[config.mk]
export PLATFORM = sky130hd
export DESIGN_NAME = wb_err_gen_top
export DESIGN_NICKNAME = d
export VERILOG_FILES = /design/src/verilog/wb_err_gen_pkg.sv /design/src/verilog/wb_err_gen_top.sv /design/src/verilog/wb_rsp_mux.sv /design/src/verilog/wb_err_responder.sv /design/src/verilog/wb_req_decode.sv
export SDC_FILE = /design/constraint.sdc
export NUM_CORES = 1
export LEC_CHECK = 0
export ABC_AREA = 1
export BUFFER_PORTS_ARGS = -buffer_cell sky130_fd_sc_hd__buf_2
export CORE_ASPECT_RATIO = 2
export CORE_MARGIN = 1
export CORE_UTILIZATION = 30
export DETAILED_ROUTE_END_ITERATION = 10
export PLACE_DENSITY = 0.79
export SLEW_MARGIN = 10
export SYNTH_ARGS = -nofsm -noshare
export SYNTH_HDL_FRONTEND = slang
export SYNTH_SLANG_ARGS = --single-unit
[constraint.sdc]
create_clock -name async_rst_i -period 2.3 [get_ports async_rst_i]
set_input_delay 0.23 -clock async_rst_i [delete_from_list [all_inputs] [get_ports async_rst_i]]
set_output_delay 0.23 -clock async_rst_i [all_outputs]
set_load 0.05 [all_outputs]
[src/verilog/wb_err_gen_pkg.sv]
/*
 * Shared widths for the Wishbone error generator
 * Request and response structs, request kind and responder state enums
 */
`default_nettype none

package wb_err_gen_pkg;

   //--------------------
   // bus widths
   //--------------------
   localparam int unsigned ADR_WIDTH  = 16;             // address bus
   localparam int unsigned DAT_WIDTH  = 16;             // read and write data
   localparam int unsigned SEL_WIDTH  = 2;              // byte selects
   localparam int unsigned TGT_CNT    = 4;              // target select bits
   localparam int unsigned PEND_WIDTH = 4;              // outstanding response count

   //--------------------
   // bus structs
   //--------------------
   // initiator to target
   typedef struct packed {
      logic                 cyc;                        // bus cycle indicator
      logic                 stb;                        // access request
      logic                 we;                         // write enable
      logic                 lock;                       // uninterruptable cycle
      logic [SEL_WIDTH-1:0] sel;                        // write data selects
      logic [ADR_WIDTH-1:0] adr;                        // address
      logic [DAT_WIDTH-1:0] dat;                        // write data
      logic [TGT_CNT-1:0]   tgtsel;                     // one bit per target, all zero is bad
   } wb_req_t;

   // target to initiator
   typedef struct packed {
      logic                 ack;                        // cycle acknowledge
      logic                 err;                        // error response
      logic                 rty;                        // retry response
      logic                 stall;                      // access delay
      logic [DAT_WIDTH-1:0] dat;                        // read data
   } wb_rsp_t;

   //--------------------
   // enums
   //--------------------
   // kind of the request presented this cycle
   typedef enum logic [1:0] {
      REQ_NONE = 2'd0,                                  // no cyc and stb
      REQ_PASS = 2'd1,                                  // some target selected
      REQ_BAD  = 2'd2                                   // no target selected
   } req_kind_t;

   // error responder FSM
   typedef enum logic {
      ERR_IDLE    = 1'b0,                               // nothing owed
      ERR_RESPOND = 1'b1                                // err on the bus this cycle
   } err_state_t;

endpackage

`default_nettype wire
[src/verilog/wb_err_gen_top.sv]
/*
 * Wishbone error generator top level
 * Decoder, error responder and response mux
 */
`default_nettype none

module wb_err_gen_top
   import wb_err_gen_pkg::*;
(
   //--------------------
   // clock and reset
   //--------------------
   input  wire      async_rst_i,                        // clock
   input  wire      clk_i,                              // async reset, active high

   //--------------------
   // initiator side
   //--------------------
   input  wb_req_t  itr_req_i,                          // request in
   output wb_rsp_t  itr_rsp_o,                          // response out

   //--------------------
   // target side
   //--------------------
   output wb_req_t  tgt_req_o,                          // request out
   input  wb_rsp_t  tgt_rsp_i                           // response in
);

   req_kind_t kind;                                     // request classification
   logic      accept;                                   // request taken
   logic      hold;                                     // ordering stall
   logic      err_due;                                  // local err this cycle

   // classify and stall
   wb_req_decode u_decode (
      .async_rst_i (async_rst_i),
      .clk_i       (clk_i),
      .itr_req_i   (itr_req_i),
      .tgt_rsp_i   (tgt_rsp_i),
      .err_due_i   (err_due),
      .kind_o      (kind),
      .accept_o    (accept),
      .hold_o      (hold)
   );

   // error for bad requests
   wb_err_responder u_responder (
      .async_rst_i (async_rst_i),
      .clk_i       (clk_i),
      .kind_i      (kind),
      .accept_i    (accept),
      .err_due_o   (err_due)
   );

   // gate and merge
   wb_rsp_mux u_mux (
      .itr_req_i   (itr_req_i),
      .tgt_rsp_i   (tgt_rsp_i),
      .kind_i      (kind),
      .hold_i      (hold),
      .err_due_i   (err_due),
      .tgt_req_o   (tgt_req_o),
      .itr_rsp_o   (itr_rsp_o)
   );

endmodule

`default_nettype wire

[src/verilog/wb_rsp_mux.sv]
/*
 * Target request gating and initiator response merge
 * Purely combinational
 */
`default_nettype none

module wb_rsp_mux
   import wb_err_gen_pkg::*;
(
   input  wb_req_t    itr_req_i,                        // request from initiator
   input  wb_rsp_t    tgt_rsp_i,                        // response from target
   input  req_kind_t  kind_i,                           // request kind this cycle
   input  wire        hold_i,                           // ordering stall
   input  wire        err_due_i,                        // local error response
   output wb_req_t    tgt_req_o,                        // request to target
   output wb_rsp_t    itr_rsp_o                         // response to initiator
);

   logic to_tgt;                                        // request may reach the target

   assign to_tgt = (kind_i == REQ_PASS) & ~hold_i;

   //--------------------
   // target side
   //--------------------
   // everything forwarded as is, only stb is masked
   always_comb
   begin
      tgt_req_o     = itr_req_i;
      tgt_req_o.stb = itr_req_i.stb & to_tgt;           // bad or held requests stay local
   end

   //--------------------
   // initiator side
   //--------------------
   // The ordering stalls keep target responses and local errors out of the
   // same cycle, so a plain OR is enough for err.
   always_comb
   begin
      itr_rsp_o.ack = tgt_rsp_i.ack;
      itr_rsp_o.rty = tgt_rsp_i.rty;
      itr_rsp_o.err = tgt_rsp_i.err | err_due_i;        // target error or ours
      if (err_due_i)
         itr_rsp_o.dat = '0;                            // error data is zero
      else
         itr_rsp_o.dat = tgt_rsp_i.dat;
      // target stall only matters for a request going there
      itr_rsp_o.stall = ((kind_i == REQ_PASS) & tgt_rsp_i.stall) | hold_i;
   end

endmodule

`default_nettype wire

[src/verilog/wb_err_responder.sv]
/*
 * Error responder FSM
 * One err cycle for each accepted bad request, one clock after acceptance
 */
`default_nettype none

module wb_err_responder
   import wb_err_gen_pkg::*;
(
   input  wire        async_rst_i,                      // clock
   input  wire        clk_i,                            // async reset, active high
   input  req_kind_t  kind_i,                           // request kind this cycle
   input  wire        accept_i,                         // request taken this cycle
   output logic       err_due_o                         // err goes out this cycle
);

   err_state_t state_q;                                 // current state
   err_state_t state_d;                                 // next state
   logic       bad_acc;                                 // bad request taken

   assign bad_acc = accept_i & (kind_i == REQ_BAD);

   //--------------------
   // state register
   //--------------------
   always_ff @(posedge async_rst_i or posedge clk_i)
   begin
      if (clk_i)
         state_q <= ERR_IDLE;
      else
         state_q <= state_d;
   end

   //--------------------
   // transitions
   //--------------------
   //  IDLE  --bad_acc-->  RESPOND
   //  RESPOND stays while bad requests keep coming, one err per cycle
   always_comb
   begin
      state_d = state_q;                                // default hold
      case (state_q)
         ERR_IDLE:
         begin
            if (bad_acc)
               state_d = ERR_RESPOND;                   // answer next cycle
         end
         ERR_RESPOND:
         begin
            if (!bad_acc)
               state_d = ERR_IDLE;                      // last err this cycle
         end
         default:
         begin
            state_d = ERR_IDLE;
         end
      endcase
   end

   // Moore output, err only in RESPOND
   assign err_due_o = (state_q == ERR_RESPOND);

endmodule

`default_nettype wire

[src/verilog/wb_req_decode.sv]
/*
 * Request classifier and ordering stall logic
 * Counts pass-through responses still owed by the target
 */
`default_nettype none

module wb_req_decode
   import wb_err_gen_pkg::*;
(
   input  wire        async_rst_i,                      // clock
   input  wire        clk_i,                            // async reset, active high
   input  wb_req_t    itr_req_i,                        // request from initiator
   input  wb_rsp_t    tgt_rsp_i,                        // response from target
   input  wire        err_due_i,                        // error response on the bus
   output req_kind_t  kind_o,                           // classification this cycle
   output logic       accept_o,                         // request taken this cycle
   output logic       hold_o                            // ordering stall
);

   logic                  present;                      // cyc and stb both high
   logic                  pass_acc;                     // pass request taken
   logic                  tgt_done;                     // target answered one request
   logic                  pend_full;                    // counter cannot grow
   logic [PEND_WIDTH-1:0] pend_cnt;                     // pass responses still owed

   //--------------------
   // classification
   //--------------------
   assign present = itr_req_i.cyc & itr_req_i.stb;

   always_comb
   begin
      if (!present)
         kind_o = REQ_NONE;
      else if (|itr_req_i.tgtsel)
         kind_o = REQ_PASS;                             // at least one target
      else
         kind_o = REQ_BAD;                              // nobody would answer
   end

   //--------------------
   // ordering stalls
   //--------------------
   // A bad request waits until the target has answered everything, and a pass
   // request waits while an error is still going out. The one-cycle error
   // latency means the owed error is exactly the cycle where err_due is high.
   assign pend_full = &pend_cnt;

   always_comb
   begin
      case (kind_o)
         REQ_PASS: hold_o = err_due_i | pend_full;      // error first, or no room to count
         REQ_BAD:  hold_o = |pend_cnt;                  // target responses first
         default:  hold_o = 1'b0;
      endcase
   end

   // target stall only counts for requests that go to the target
   assign accept_o = present & ~hold_o & ~((kind_o == REQ_PASS) & tgt_rsp_i.stall);

   //--------------------
   // outstanding counter
   //--------------------
   assign pass_acc = accept_o & (kind_o == REQ_PASS);
   assign tgt_done = tgt_rsp_i.ack | tgt_rsp_i.err | tgt_rsp_i.rty;

   always_ff @(posedge async_rst_i or posedge clk_i)
   begin
      if (clk_i)
         pend_cnt <= '0;
      else if (pass_acc && !tgt_done)
         pend_cnt <= pend_cnt + 1'b1;                   // one more owed
      else if (!pass_acc && tgt_done)
         pend_cnt <= pend_cnt - 1'b1;                   // one answered
   end

endmodule

`default_nettype wire

# Yosys cells after proc, flatten, opt, wreduce, memory -nomap -nowiden
# Cells that the tools add are included.
[classes]
reduce_logical = 8
n_eq_ne = 2
n_addsub = 2
muxes = 7
bitwise = 15
[ops]
columns = ["operator", "count"]
rows = [
  ["16-bit 2-to-1 mux", 1],
  ["1-bit bitwise AND", 8],
  ["4-bit 2-to-1 mux", 2],
  ["4-bit OR reduction", 2],
  ["1-bit OR", 5],
  ["4-bit by 1-bit adder with 4-bit output, second input constant", 1],
  ["2-bit 2-to-1 mux", 2],
  ["4-bit AND reduction", 1],
  ["4-bit by 1-bit subtractor with 4-bit output, second input constant", 1],
  ["2-bit by 1-bit equality test with 1-bit output, second input constant", 1],
  ["2-bit equality test, second input constant", 1],
  ["1-bit logical AND", 2],
  ["1-bit zero test", 2],
  ["1-bit inverter", 2],
  ["1-bit case mux with 2 select lines", 1],
  ["2-bit nonzero test", 1],
  ["1-bit 2-to-1 mux", 1],
]
[word_totals]
reg_bits = 5
inputBits = 64
output_inout_bits = 62
word_cells = 36

# Logic depth before layout (Yosys ltp)
# Gate-level depths: netlist of run 1.
[depth]
ltp_word = 13
ltp_mapped = 14
ltp_nobuf = 14

# By module
# A second synthesis of run 1 with hierarchy kept.
[hier_totals]
hier_cells = 148
hier_area_um2 = 942.2
[modules_own_cells]
columns = ["module", "area_each_um2", "seq_area_each_um2", "cells_each", "instances"]
rows = [
  ["wb_rsp_mux", 503.0, 0.0, 85, 1],
  ["wb_req_decode", 400.4, 100.1, 59, 1],
  ["wb_err_responder", 38.8, 25.0, 4, 1],
]

# Least setup slack after synthesis of run 1
# Ideal clock, no wire load.
[synth_timing]
kind = "register to register"
from = "register u_responder.state_q (netlist: u_responder.err_due_o)"
to = "register u_decode.pend_cnt[3]"
setup_time_ns = 0.116
stages_incl_launch_ff = 13
slack_ns = 0.474
synth_period_minus_slack_ns = 1.826
path_buffers = 1
required_time_ns = 2.184
t_arrival_ns = 1.710
cell_sequence = "dfrtp_1 > buf_6 > inv_1 > nand2_1 > nor3_1 > ha_1 > inv_1 > ha_1 > or2_1 > nand3_1 > nand2_1 > nand2_1 > nand2_1"
[synth_between]
elab_chain_cells = 9
word_cells_on_any_way = 11
classes_between = "mux (2); bitwise (5); reduce/logical (4)"
[synth_lines]
columns = ["element", "line_no", "rtl"]
rows = [
  ["start, declared", "wb_err_responder.sv:17", "err_state_t state_q;"],
  ["start signal, assigned", "wb_err_responder.sv:31", "state_q <= state_d;"],
  ["1-bit OR (*)", "wb_req_decode.sv:52", "REQ_PASS: hold_o = err_due_i | pend_full;"],
  ["1-bit case mux with 2 select lines (*)", "wb_req_decode.sv:51", "case (kind_o)"],
  ["1-bit inverter (*)", "wb_req_decode.sv:59", "assign accept_o = present & ~hold_o & ~((kind_o == REQ_PASS) & tgt_rsp_i.stall);"],
  ["1-bit bitwise AND (*) (2 in a row)", "wb_req_decode.sv:59", ""],
  ["1-bit bitwise AND (*)", "wb_req_decode.sv:64", "assign pass_acc = accept_o & (kind_o == REQ_PASS);"],
  ["1-bit zero test", "wb_req_decode.sv:73", "else if (!pass_acc && tgt_done)"],
  ["1-bit logical AND", "wb_req_decode.sv:73", ""],
  ["2-bit nonzero test (no line)", "--", ""],
  ["end signal, assigned", "wb_req_decode.sv:72", "pend_cnt <= pend_cnt + 1'b1;"],
  ["end signal, assigned", "wb_req_decode.sv:74", "pend_cnt <= pend_cnt - 1'b1;"],
  ["end, declared", "wb_req_decode.sv:24", "logic [PEND_WIDTH-1:0] pend_cnt;"],
]
# Mark *: on every way between the ends. The rest lies on a longest branch, timed or not.
# A chain may end at the register's enable or synchronous reset.

# Final worst setup path of run 1
[layout_timing]
from = "register u_decode.pend_cnt[0]"
to = "register u_decode.pend_cnt[3]"
[layout_between]
elab_chain_cells = 10
word_cells_on_any_way = 16
classes_between = "add/sub (2); mux (3); bitwise (5); reduce/logical (6)"
[layout_lines]
columns = ["element", "line_no", "rtl"]
rows = [
  ["4-bit AND reduction", "wb_req_decode.sv:47", "assign pend_full = &pend_cnt;"],
  ["1-bit OR", "wb_req_decode.sv:52", ""],
  ["1-bit case mux with 2 select lines", "wb_req_decode.sv:51", ""],
  ["1-bit inverter", "wb_req_decode.sv:59", ""],
  ["1-bit bitwise AND (2 in a row)", "wb_req_decode.sv:59", ""],
  ["1-bit bitwise AND", "wb_req_decode.sv:64", ""],
  ["1-bit zero test", "wb_req_decode.sv:73", ""],
  ["1-bit logical AND", "wb_req_decode.sv:73", ""],
  ["2-bit nonzero test (no line)", "--", ""],
]
# Several ways; a longest one is shown, not always the timed one. The select of a mux whose other input is x is not followed.

==> results.md, run 1 <==
* CP Class: flop to flop
* Crit path cell chain: nand4_1, nand2_1, nor3_1, ha_1, inv_1, ha_1, or2_1, nand3_1, nand2_1, nand2_1, nand2_1
* Top Ports at roughly 130
* Iter 0 DRT Violations at 10
* Fillers at roughly 330
* TNS Setup at 0 ns
* CTS tree: yes
* Setup Fix Bufs, Post-CTS at 0
* # diodes at 0
* Synth Register Bits at 5
* Final number of max-transition violations at 0
* Detailed-route via count at around 780
* # rows at 27
* WL/cell at 13.34 um
* Cell variety after synth at 17
* Endpoint class of the critical path: flop
* Final period utilization at a little over four fifths
* Register area share after synthesis at between 10 and 15%
* Drt first pass iters at 3
* Initial antenna violation count at 0
* Syn Area/Cell at 6.311 um^2
* All-layer global routing usage at between 10% and 20%
* Worst slew pin tran at approximately 0.27 ns
* Post-Layout Cell Count at between 150 and 200
* Clock skew at ~0.0012 ns
* GPL Wtd Cong at 0.8470
* Clock sinks at 5
* Final hold vios at 0
* Reg2reg setup slack at around 0.35 ns
* Synth Warn # at 0
* Die Wd at ~40 um
* Starting Density at 31.37%
* Cts bufs inserted at 3
* R2R Path End: u_decode.pend_cnt[3]
* CP Buf/Inv Count at 1
* CTS max path bufs at 2
* Core Region at around 2700 um^2
* Sequential Area at between 100 and 150 um^2
* Tmin final at between 1.5 and 2 ns
* Antenna viol nets, final at 0
* Req. time, crit path at 2.41 ns
* Pleak at between 0.5 and 0.6 nW
* Syn Inst Count at 136
* HPWL after DPL at about 2.2 mm
* Placed cell count at about 170
* Die Y at between 70 and 80 um
* Most used cell, CP: nand2_1
* Slowest cell on crit path: dfrtp_1
* Full die area at about 3100 um^2
* Nets@finish at approximately 220
* Residual overflow from global routing at 0
* Synthesized cell area at between 800 and 900 um^2
* GR Util met3 at approximately 6.6%
* # port buffers at 53
* Cell class contributing the biggest share of worst-path delay: simple AND/OR/NAND/NOR gates
* Residual DRC at 0
* M2 GR Usage at between 20% and 30%
* Reg-to-Reg Start: u_decode.pend_cnt[0]
* Power density over cell area at 807.9 nW/um^2
* Global-route layer with the greatest usage: met2
* RSZ-0062 raised after global routing: false
* R2r worst-path depth at 11
* Area occupied by multi-input gates at roughly 300 um^2
* Crit path DAT at approximately 2.1 ns
* Clock root buffer: clkbuf_8
* First-pass GRT wire length at approximately 3.6 mm
* Met1 GRT Util at between 10% and 20%
* Max Cap Viol at 0
* Routed wire length at around 2.4 mm
* CP endpoint: u_decode.pend_cnt[3]
* Worst path max stage delay at approximately 0.43 ns
* Critical Path Fanout Max at 5
* Instance count on the critical path at 11
* Max IR drop VDD at between 0.4 and 0.5 mV
* Max-Slew Margin vs Limit at 82.43%
* Worst hold path class: input port to flop
* Setup violations, final at 0
* Clock-pin slew on the worst setup and hold paths at 0.04 ns
* Max Clk Rate at slightly above 500 MHz
* Critical Path Source Type: flop
* Largest net degree at the start of global routing at 18
* Status: finished clean
* Layout cells sized above 1 at between 30% and 40%
* Vias in the first global route at approximately 800
* H-tree lvl count at 1
* Area grow syn2layout at 2.915%
* Via density at 4.341
* Worst setup path startpoint: u_decode.pend_cnt[0]
* Syn nets at 204
* Skew-Pair Late Insertion Delay at 0.23 ns
-- cell families after synthesis --
group | Yosys count | share of synthesized area [%]
compound gates | 2 | 1.166
xor+xnor | 2 | 2.041
fa+ha+maj | 4 | 6.706
buf+inv | 71 | 50.87
flops | 5 | 14.58
simple gates | 52 | 24.64
-- placed cells by master, fill, tap and decap left out --
master         netlist  routed
buf_2                1      53
buf_4               43       1
clkbuf_1             0       1
clkbuf_8             0       3
dfrtp_1              5       5
dlygate4sd3_1        0       1
fa_1                 1       1
ha_1                 3       3
inv_1               26      26
nand2_1             20      20
nand2_2              1       1
nand3_1              3       3
nand4_1              1       1
nor2_1              23      23
nor3_1               2       2
o21ai_0              2       2
or2_1                1       1
or2_2                1       1
xnor2_1              2       2
-- power by group --
part	switching (mW)	internal (mW)
logic	0.236	0.135
clock network	0.0470	0.119
registers	0.0495	0.127
total	0.332	0.381
-- area by class of cell --
type | instances | area share, %
Clock buffer | 4 | 5.099
Timing Repair Buffer | 55 | 32.01
Tap cell | 29 | 4.108
Multi-Input combinational cell | 60 | 33.57
Inverter | 26 | 11.05
Sequential cell | 5 | 14.16
-- stage by stage --
step | power [mW] | util [%] | instance area [um^2] | setup slack (ns) | hold slack [ns]
2_1_floorplan | 0.6260 | - | 858.3 | 0.4739 | 0.008521
3_3_place_gp | 0.5430 | 30.27 | 828.3 | 0.4116 | 0.1419
3_5_place_dp | 0.5500 | 30.27 | 828.3 | 0.3460 | 0.1537
5_1_grt | 0.7921 | 32.28 | 883.3 | 0.1583 | 0.3854
4_1_cts | 0.7235 | 32.28 | 883.3 | 0.3380 | 0.3358
6_report | 0.7137 | 32.28 | 883.3 | 0.3466 | 0.3362
-- cells in the mapped netlist (all sizes together) --
library cell | count | area (um^2)
buf | 45 | 339.1
inv | 26 | 97.59
nor2 | 23 | 86.33
nand2 | 21 | 81.33
dfrtp | 5 | 125.1
ha | 3 | 37.54
nand3 | 3 | 15.01
nor3 | 2 | 10.01
o21ai | 2 | 10.01
or2 | 2 | 12.52
xnor2 | 2 | 17.52
fa | 1 | 20.02
nand4 | 1 | 6.260
-- tightest hold or removal path: stages --
cell	delay, ns
buf_2	0.09
nand2_1	0.06
nor2_1	0.06
inv_1	0.05
nor2_1	0.04
-- layer usage --
layer  up-vias  routed length [um]
met5         -                   0
li1        378                   -
met1       312                 747
met4         0                 211
met3        24                 322
met2        63                1107
-- flip-flops by register name, indices dropped and copies added (netlist names) --
name,flops
u_responder.err_due_o,1
u_decode.pend_cnt,4
-- how the worst min path moves through the flow --
stage | from | to | slack, ns | cells after the start
finish | itr_req_i[40] | u_responder.err_due_o | 0.34 | 5
detailed placement | clk_i | u_decode.pend_cnt[1] | 0.15 | 2
global route | itr_req_i[40] | u_responder.err_due_o | 0.39 | 5
CTS | itr_req_i[40] | u_responder.err_due_o | 0.34 | 5
global placement | clk_i | u_decode.pend_cnt[1] | 0.14 | 2
floorplan | clk_i | u_decode.pend_cnt[0] | 0.009 | 1
-- what timing repair did --
action                    4_1_cts  5_1_grt
hold endpoints to repair        5        0
hold buffers                    1        0
gates resized for setup         0        0
(Power assumes the default switching activity.)
==> inputs of run 2 (changes only) <==
CORE_UTILIZATION = 27   (was 30)
PLACE_DENSITY = 0.75   (was 0.79)
clock period = 1.7 ns   (was 2.3 ns; I/O delays follow)
==> run 2 against run 1 <==
Against the previous run: the flow now finishes with violations (setup timing); routed wire length increased by 7.4%; sequential cell count did not move; sequential power grew 11%; critical endpoint is now u_decode.pend_cnt[2]; largest power group unchanged; highest routed layer unchanged.
==> results.md, run 2 (synthesis results as in run 1) <==
* Post-Layout Cell Count at 185 (was 179)
* Drt first pass iters at 4 (was 3)
* Layout cells sized above 1 at 44.52% (was 39.33%)
* Max reg flops at 4 (unchanged)
* Tmin final at 1.756 ns (was 1.953 ns)
* Full die area at 3422 um^2 (was 3092 um^2)
* Max IR drop VDD at 0.6685 mV (was 0.4278 mV)
* Residual DRC at 0 (unchanged)
* Final Power at 1.118 mW (was 0.7137 mW)
* Max Cap Viol at 0 (unchanged)
* Area occupied by multi-input gates at 324.1 um^2 (was 296.5 um^2)
* Residual overflow from global routing at 0 (unchanged)
* First-pass GRT wire length at 3.788 mm (was 3.588 mm)
* Pleak at 0.6237 nW (was 0.5923 nW)
* Routed wire length at 2.565 mm (was 2.388 mm)
* Max Clk Rate at 569.4 MHz (was 511.9 MHz)
* CP Class: flop to flop (unchanged)
* Core Region at 2978 um^2 (was 2736 um^2)
* Initial antenna violation count at 0 (unchanged)
* Worst hold path class: input port to flop (unchanged)
* Req. time, crit path at 1.80 ns (was 2.41 ns)
* Iter 0 DRT Violations at 1 (was 10)
* Final WS setup at -0.05613 ns (was 0.3466 ns)
* Top Ports at 126 (unchanged)
* Via density at 4.378 (was 4.341)
* Clock skew at 0.0002470 ns (was 0.001236 ns)
* Status: finished, violations left (was finished clean)
* Endpoint class of the critical path: flop (unchanged)
* Setup violations, final at 2 (was 0)
* Failing checks: setup timing
* Final hold vios at 0 (unchanged)
* Starting Density at 28.82% (was 31.37%)
* Max-Slew Margin vs Limit at 82.53% (was 82.43%)
* # rows at 28 (was 27)
* Die Y at 81.74 um (was 77.65 um)
* Die Wd at 41.87 um (was 39.82 um)
* Commonest non-fill, non-tap cells in the layout: 53 x buf_2, 25 x inv_1, 23 x nor2_1 (was 53 x buf_2, 26 x inv_1, 23 x nor2_1)
* Clock root buffer: clkbuf_8 (unchanged)
* Final number of max-transition violations at 0 (unchanged)
* Final period utilization at 103.3% (was 84.93%)
* # diodes at 0 (unchanged)
* Most common cell after layout, fill and taps aside: buf_2 (unchanged)
* Fillers at 341 (was 325)
* Detailed-route via count at 810 (was 777)
* Vias in the first global route at 848 (was 778)
* # port buffers at 53 (unchanged)
* Clock sinks at 5 (unchanged)
* Top reg by flops: u_decode.pend_cnt (unchanged)
* Sequential Area at 125.1 um^2 (unchanged)
* All-layer global routing usage at 15.12% (was 17.28%)
* Nets@finish at 224 (was 219)
* Clock-pin slew on the worst setup and hold paths at 0.03 ns (was 0.04 ns)
* HPWL after DPL at 2.277 mm (was 2.212 mm)
* Worst slew pin tran at 0.2639 ns (was 0.2655 ns)
* Final core utilization at 31.97% (was 32.28%)
* RSZ-0062 raised after global routing: true (was false)
* Crit path DAT at 1.86 ns (was 2.07 ns)
* Power density over cell area at 1174 nW/um^2 (was 807.9 nW/um^2)
* Skew-Pair Late Insertion Delay at 0.22 ns (was 0.23 ns)
* TNS Setup at -0.1073 ns (was 0 ns)
* H-tree lvl count at 1 (unchanged)
* Largest net degree at the start of global routing at 18 (unchanged)
* GPL Wtd Cong at 0.7728 (was 0.8470)
* Critical Path Fanout Max at 4 (was 5)
* CTS tree: yes (unchanged)
* Area grow syn2layout at 10.93% (was 2.915%)
* CTS max path bufs at 2 (unchanged)
* Cts bufs inserted at 3 (unchanged)
* Antenna viol nets, final at 0 (unchanged)
* Placed cell count at 180 (was 174)
* WL/cell at 13.86 um (was 13.34 um)
* Critical Path Source Type: flop (unchanged)
[run 2: cell types whose count changed in the layout (fill, tap and decap cells not counted), sizes merged]
cell | previous run | this run
buf | 54 | 59
[run 2: worst paths after layout]
kind | startpoint | end | slack (ns) | cells after the start
max | u_decode.pend_cnt[2] | u_decode.pend_cnt[2] | -0.06 | 8
min | itr_req_i[40] | u_responder.err_due_o | 0.29 | 5
max reg2reg | u_decode.pend_cnt[2] | u_decode.pend_cnt[2] | -0.06 | 8
min reg2reg | u_decode.pend_cnt[3] | u_decode.pend_cnt[3] | 0.60 | 3
max in group asynchronous | clk_i | u_decode.pend_cnt[3] | 1.14 | 3
min in group asynchronous | clk_i | u_decode.pend_cnt[2] | 0.39 | 3
[run 2: what timing repair did]
action | 4_1_cts | 5_1_grt
setup endpoints to repair | 2 | 3
hold endpoints to repair | 5 | 0
pin swaps | 0 | 1
hold buffers | 1 | 0
setup buffers | 0 | 0
gates resized for setup | 2 | 1
[run 2: worst max-delay path, stage by stage, from the launching register on]
cell	delay [ns]
dfrtp_1	0.37
nand4_1	0.09
nand2_1	0.07
nor3_2	0.14
ha_2	0.23
inv_4	0.05
fa_1	0.40
xnor2_2	0.19
o21ai_1	0.09
[run 2: final cells by class]
type | instances | share of cell area, %
Clock buffer | 4 | 4.731
Inverter | 26 | 10.51
Multi-Input combinational cell | 60 | 34.03
Sequential cell | 5 | 13.14
Tap cell | 30 | 3.942
Timing Repair Buffer | 60 | 33.64
[run 2: through the flow]
stage          area (um^2)  hold slack (ns)  setup WS (ns)
2_1_floorplan        878.3         -0.05148       -0.01515
3_3_place_gp         887.1          0.06816       -0.01611
3_5_place_dp         887.1          0.07377       -0.04669
4_1_cts              949.7           0.2898       -0.06478
5_1_grt              952.2           0.3342        -0.2184
6_report             952.2           0.2864       -0.05613
[run 2: per-layer routing]
layer | vias up | routed length [um] | share of wire, % | global-route usage (%)
met3 | 30 | 493 | 19 | 10.77
li1 | 387 | - | - | -
met2 | 60 | 1123 | 44 | 25.00
met1 | 333 | 725 | 28 | 10.79
met4 | 0 | 223 | 8.7 | 14.52
met5 | - | 0 | 0 | 0
[run 2: power breakdown]
| part | total, mW | internal, mW | switching, mW |
|---|---|---|---|
| Clock | 0.224 | 0.161 | 0.0626 |
| Combinational | 0.698 | 0.286 | 0.413 |
| Sequential | 0.196 | 0.171 | 0.0246 |
==> inputs of run 3 (changes only) <==
CORE_ASPECT_RATIO = 0.9   (was 2)
HOLD_SLACK_MARGIN = 0.15   (was default)
==> run 3 against run 2 <==
Against the previous run: the run still ends with setup timing left; combinational power shrank 5.7%; register-to-register slack improved by 0.02 ns; critical path depth up 3; cell area shrank 0.92%; power decreased by 12%; die area is 0.39% lower; clock power decreased by 41%; via count shrank 1.9%; routed wire length decreased by 29%; clock-buffer cell count unchanged; largest cell class is now non-clock buffers.
==> results.md, run 3 (synthesis results as in run 1) <==
* Clock-pin slew on the worst setup and hold paths at 0.04 ns (was 0.03 ns)
* Setup violations, final at 1 (was 2)
* Power density over cell area at 1044 nW/um^2 (was 1174 nW/um^2)
* Core Region at 3043 um^2 (was 2978 um^2)
* Endpoint class of the critical path: flop (unchanged)
* Residual DRC at 0 (unchanged)
* Cts bufs inserted at 3 (unchanged)
* Max Clk Rate at 576.9 MHz (was 569.4 MHz)
* GPL Wtd Cong at 0.7807 (was 0.7728)
* Clock root buffer: clkbuf_4 (was clkbuf_8)
* Vias in the first global route at 752 (was 848)
* Fin area at 943.4 um^2 (was 952.2 um^2)
* Largest net degree at the start of global routing at 18 (unchanged)
* Pleak at 0.6113 nW (was 0.6237 nW)
* All-layer global routing usage at 11.51% (was 15.12%)
* RSZ-0062 raised after global routing: true (unchanged)
* Dpl cell area at 902.1 um^2 (was 887.1 um^2)
* Iter 0 DRT Violations at 10 (was 1)
* TNS Setup at -0.03353 ns (was -0.1073 ns)
* WHS at 0.2692 ns (was 0.2864 ns)
* First-pass GRT wire length at 2.925 mm (was 3.788 mm)
* Reg2reg setup slack at -0.03 ns (was -0.06 ns)
* # rows at 19 (was 28)
* Top reg by flops: u_decode.pend_cnt (unchanged)
* Final WS setup at -0.03353 ns (was -0.05613 ns)
* Commonest non-fill, non-tap cells in the layout: 53 x buf_2, 25 x inv_1, 23 x nor2_1 (unchanged)
* R2R Path End: u_decode.pend_cnt[3] (was u_decode.pend_cnt[2])
* Worst setup path startpoint: u_decode.pend_cnt[3] (was u_decode.pend_cnt[2])
* HPWL after DPL at 1.646 mm (was 2.277 mm)
* CP Class: flop to flop (unchanged)
* Final period utilization at 102.0% (was 103.3%)
* Detailed-route via count at 795 (was 810)
* Max IR drop VDD at 0.4019 mV (was 0.6685 mV)
* Clock skew at 0.003178 ns (was 0.0002470 ns)
* CTS tree: yes (unchanged)
* Max reg flops at 4 (unchanged)
* CTS max path bufs at 2 (unchanged)
* Fillers at 342 (was 341)
* Worst hold path class: input port to flop (unchanged)
* # port buffers at 53 (unchanged)
* Max Cap Viol at 0 (unchanged)
* Critical Path Source Type: flop (unchanged)
* Die Y at 55.49 um (was 81.74 um)
* Top Ports at 126 (unchanged)
* Initial antenna violation count at 0 (unchanged)
* Skew-Pair Late Insertion Delay at 0.24 ns (was 0.22 ns)
* Most common cell after layout, fill and taps aside: buf_2 (unchanged)
* Critical Path Fanout Max at 4 (unchanged)
* Via density at 4.036 (was 4.378)
* Antenna viol nets, final at 0 (unchanged)
* Full die area at 3409 um^2 (was 3422 um^2)
* Worst slew pin tran at 0.2623 ns (was 0.2639 ns)
* # diodes at 0 (unchanged)
* Drt first pass iters at 4 (unchanged)
* Most used cell, CP: nand2_1
* Req. time, crit path at 1.83 ns (was 1.80 ns)
* Failing checks: setup timing (unchanged)
* Routed wire length at 1.815 mm (was 2.565 mm)
* Area grow syn2layout at 9.913% (was 10.93%)
* Final number of max-transition violations at 0 (unchanged)
* Crit path cell chain: nand4_1, nand2_1, nor3_2, ha_2, inv_4, ha_4, or2_4, nand3_1, nand2_1, nand2_1, nand2_1 (was nand4_1, nand2_1, nor3_2, ha_2, inv_4, fa_1, xnor2_2, o21ai_1)
* Residual overflow from global routing at 0 (unchanged)
* Slowest cell on crit path: dfrtp_1 (was fa_1)
* Layout cells sized above 1 at 44.52% (unchanged)
* WL/cell at 9.213 um (was 13.86 um)
* Nets@finish at 224 (unchanged)
* Clock sinks at 5 (unchanged)
* Crit path DAT at 1.86 ns (about the same)
* Final hold vios at 0 (unchanged)
* Instance count on the critical path at 11 (was 8)
* CP Buf/Inv Count at 1 (unchanged)
* Die Wd at 61.43 um (was 41.87 um)
* R2r worst-path depth at 11 (was 8)
* Worst path max stage delay at 0.37 ns (was 0.40 ns)
* Reg-to-Reg Start: u_decode.pend_cnt[3] (was u_decode.pend_cnt[2])
* Cell class contributing the biggest share of worst-path delay: simple AND/OR/NAND/NOR gates (was adder cells)
* Final Power at 0.9851 mW (was 1.118 mW)
* Pre-CTS setup slack at -0.01690 ns (was -0.04669 ns)
* Worst Hold Launch: itr_req_i[40] (unchanged)
* Status: finished, violations left (unchanged)
* Tmin final at 1.734 ns (was 1.756 ns)
* CP endpoint: u_decode.pend_cnt[3] (was u_decode.pend_cnt[2])
* Starting Density at 28.21% (was 28.82%)
* Max-Slew Margin vs Limit at 82.63% (was 82.53%)
* H-tree lvl count at 1 (unchanged)
## run 3: cell counts in the layout (fill, tap and decap cells not counted)
Identical to the previous run, type by type.
## run 3: worst register-to-register path: cells and delay by family (launching register included)
| family | cells | cell delay [ns] |
|---|---|---|
| flops | 1 | 0.37 |
| simple gates | 8 | 0.76 |
| fa+ha+maj | 2 | 0.44 |
| buf+inv | 1 | 0.05 |
## run 3: layout make-up
type | count | area [um^2] | area share (%)
Tap cell | 42 | 52.55 | 5.570
Inverter | 26 | 100.1 | 10.61
Clock buffer | 4 | 26.28 | 2.785
Multi-Input combinational cell | 60 | 319.1 | 33.82
Sequential cell | 5 | 125.1 | 13.26
Timing Repair Buffer | 60 | 320.3 | 33.95
## run 3: how the worst min path moves through the flow
stage / depth (start not counted) / to / slack, ns
finish: 5 / u_responder.err_due_o / 0.27
floorplan: 1 / u_decode.pend_cnt[0] / -0.05
global route: 5 / u_responder.err_due_o / 0.29
global placement: 2 / u_decode.pend_cnt[2] / 0.07
detailed placement: 2 / u_decode.pend_cnt[2] / 0.07
CTS: 5 / u_responder.err_due_o / 0.26
## run 3: per-stage QoR
stage / utilization, % / std cells
global placement: 29.65 / 192
detailed placement: 29.65 / 192
floorplan: - / 136
finish: 31.00 / 197
global route: 31.00 / 197
CTS: 30.84 / 197
## run 3: timing repair
action	CTS	global route
setup endpoints to repair	2	3
buffers inserted	0	0
hold buffers	1	0
pin swaps	0	1
gates resized for setup	1	2
hold endpoints to repair	5	0
## run 3: report_power, final
part	switching [mW]	leakage [nW]	internal, mW
registers	0.0227	0.0617	0.171
logic	0.383	0.535	0.275
clock network	0.0447	0.0150	0.0885
## run 3: metal layers
metal	routed length (um)	part of all wire, %	global-route usage (%)	up-vias
met5	0	0	0	-
met4	61	3.4	6.984	0
met3	223	12	5.621	16
met2	905	50	19.72	60
met1	624	34	10.50	331
li1	-	-	-	388
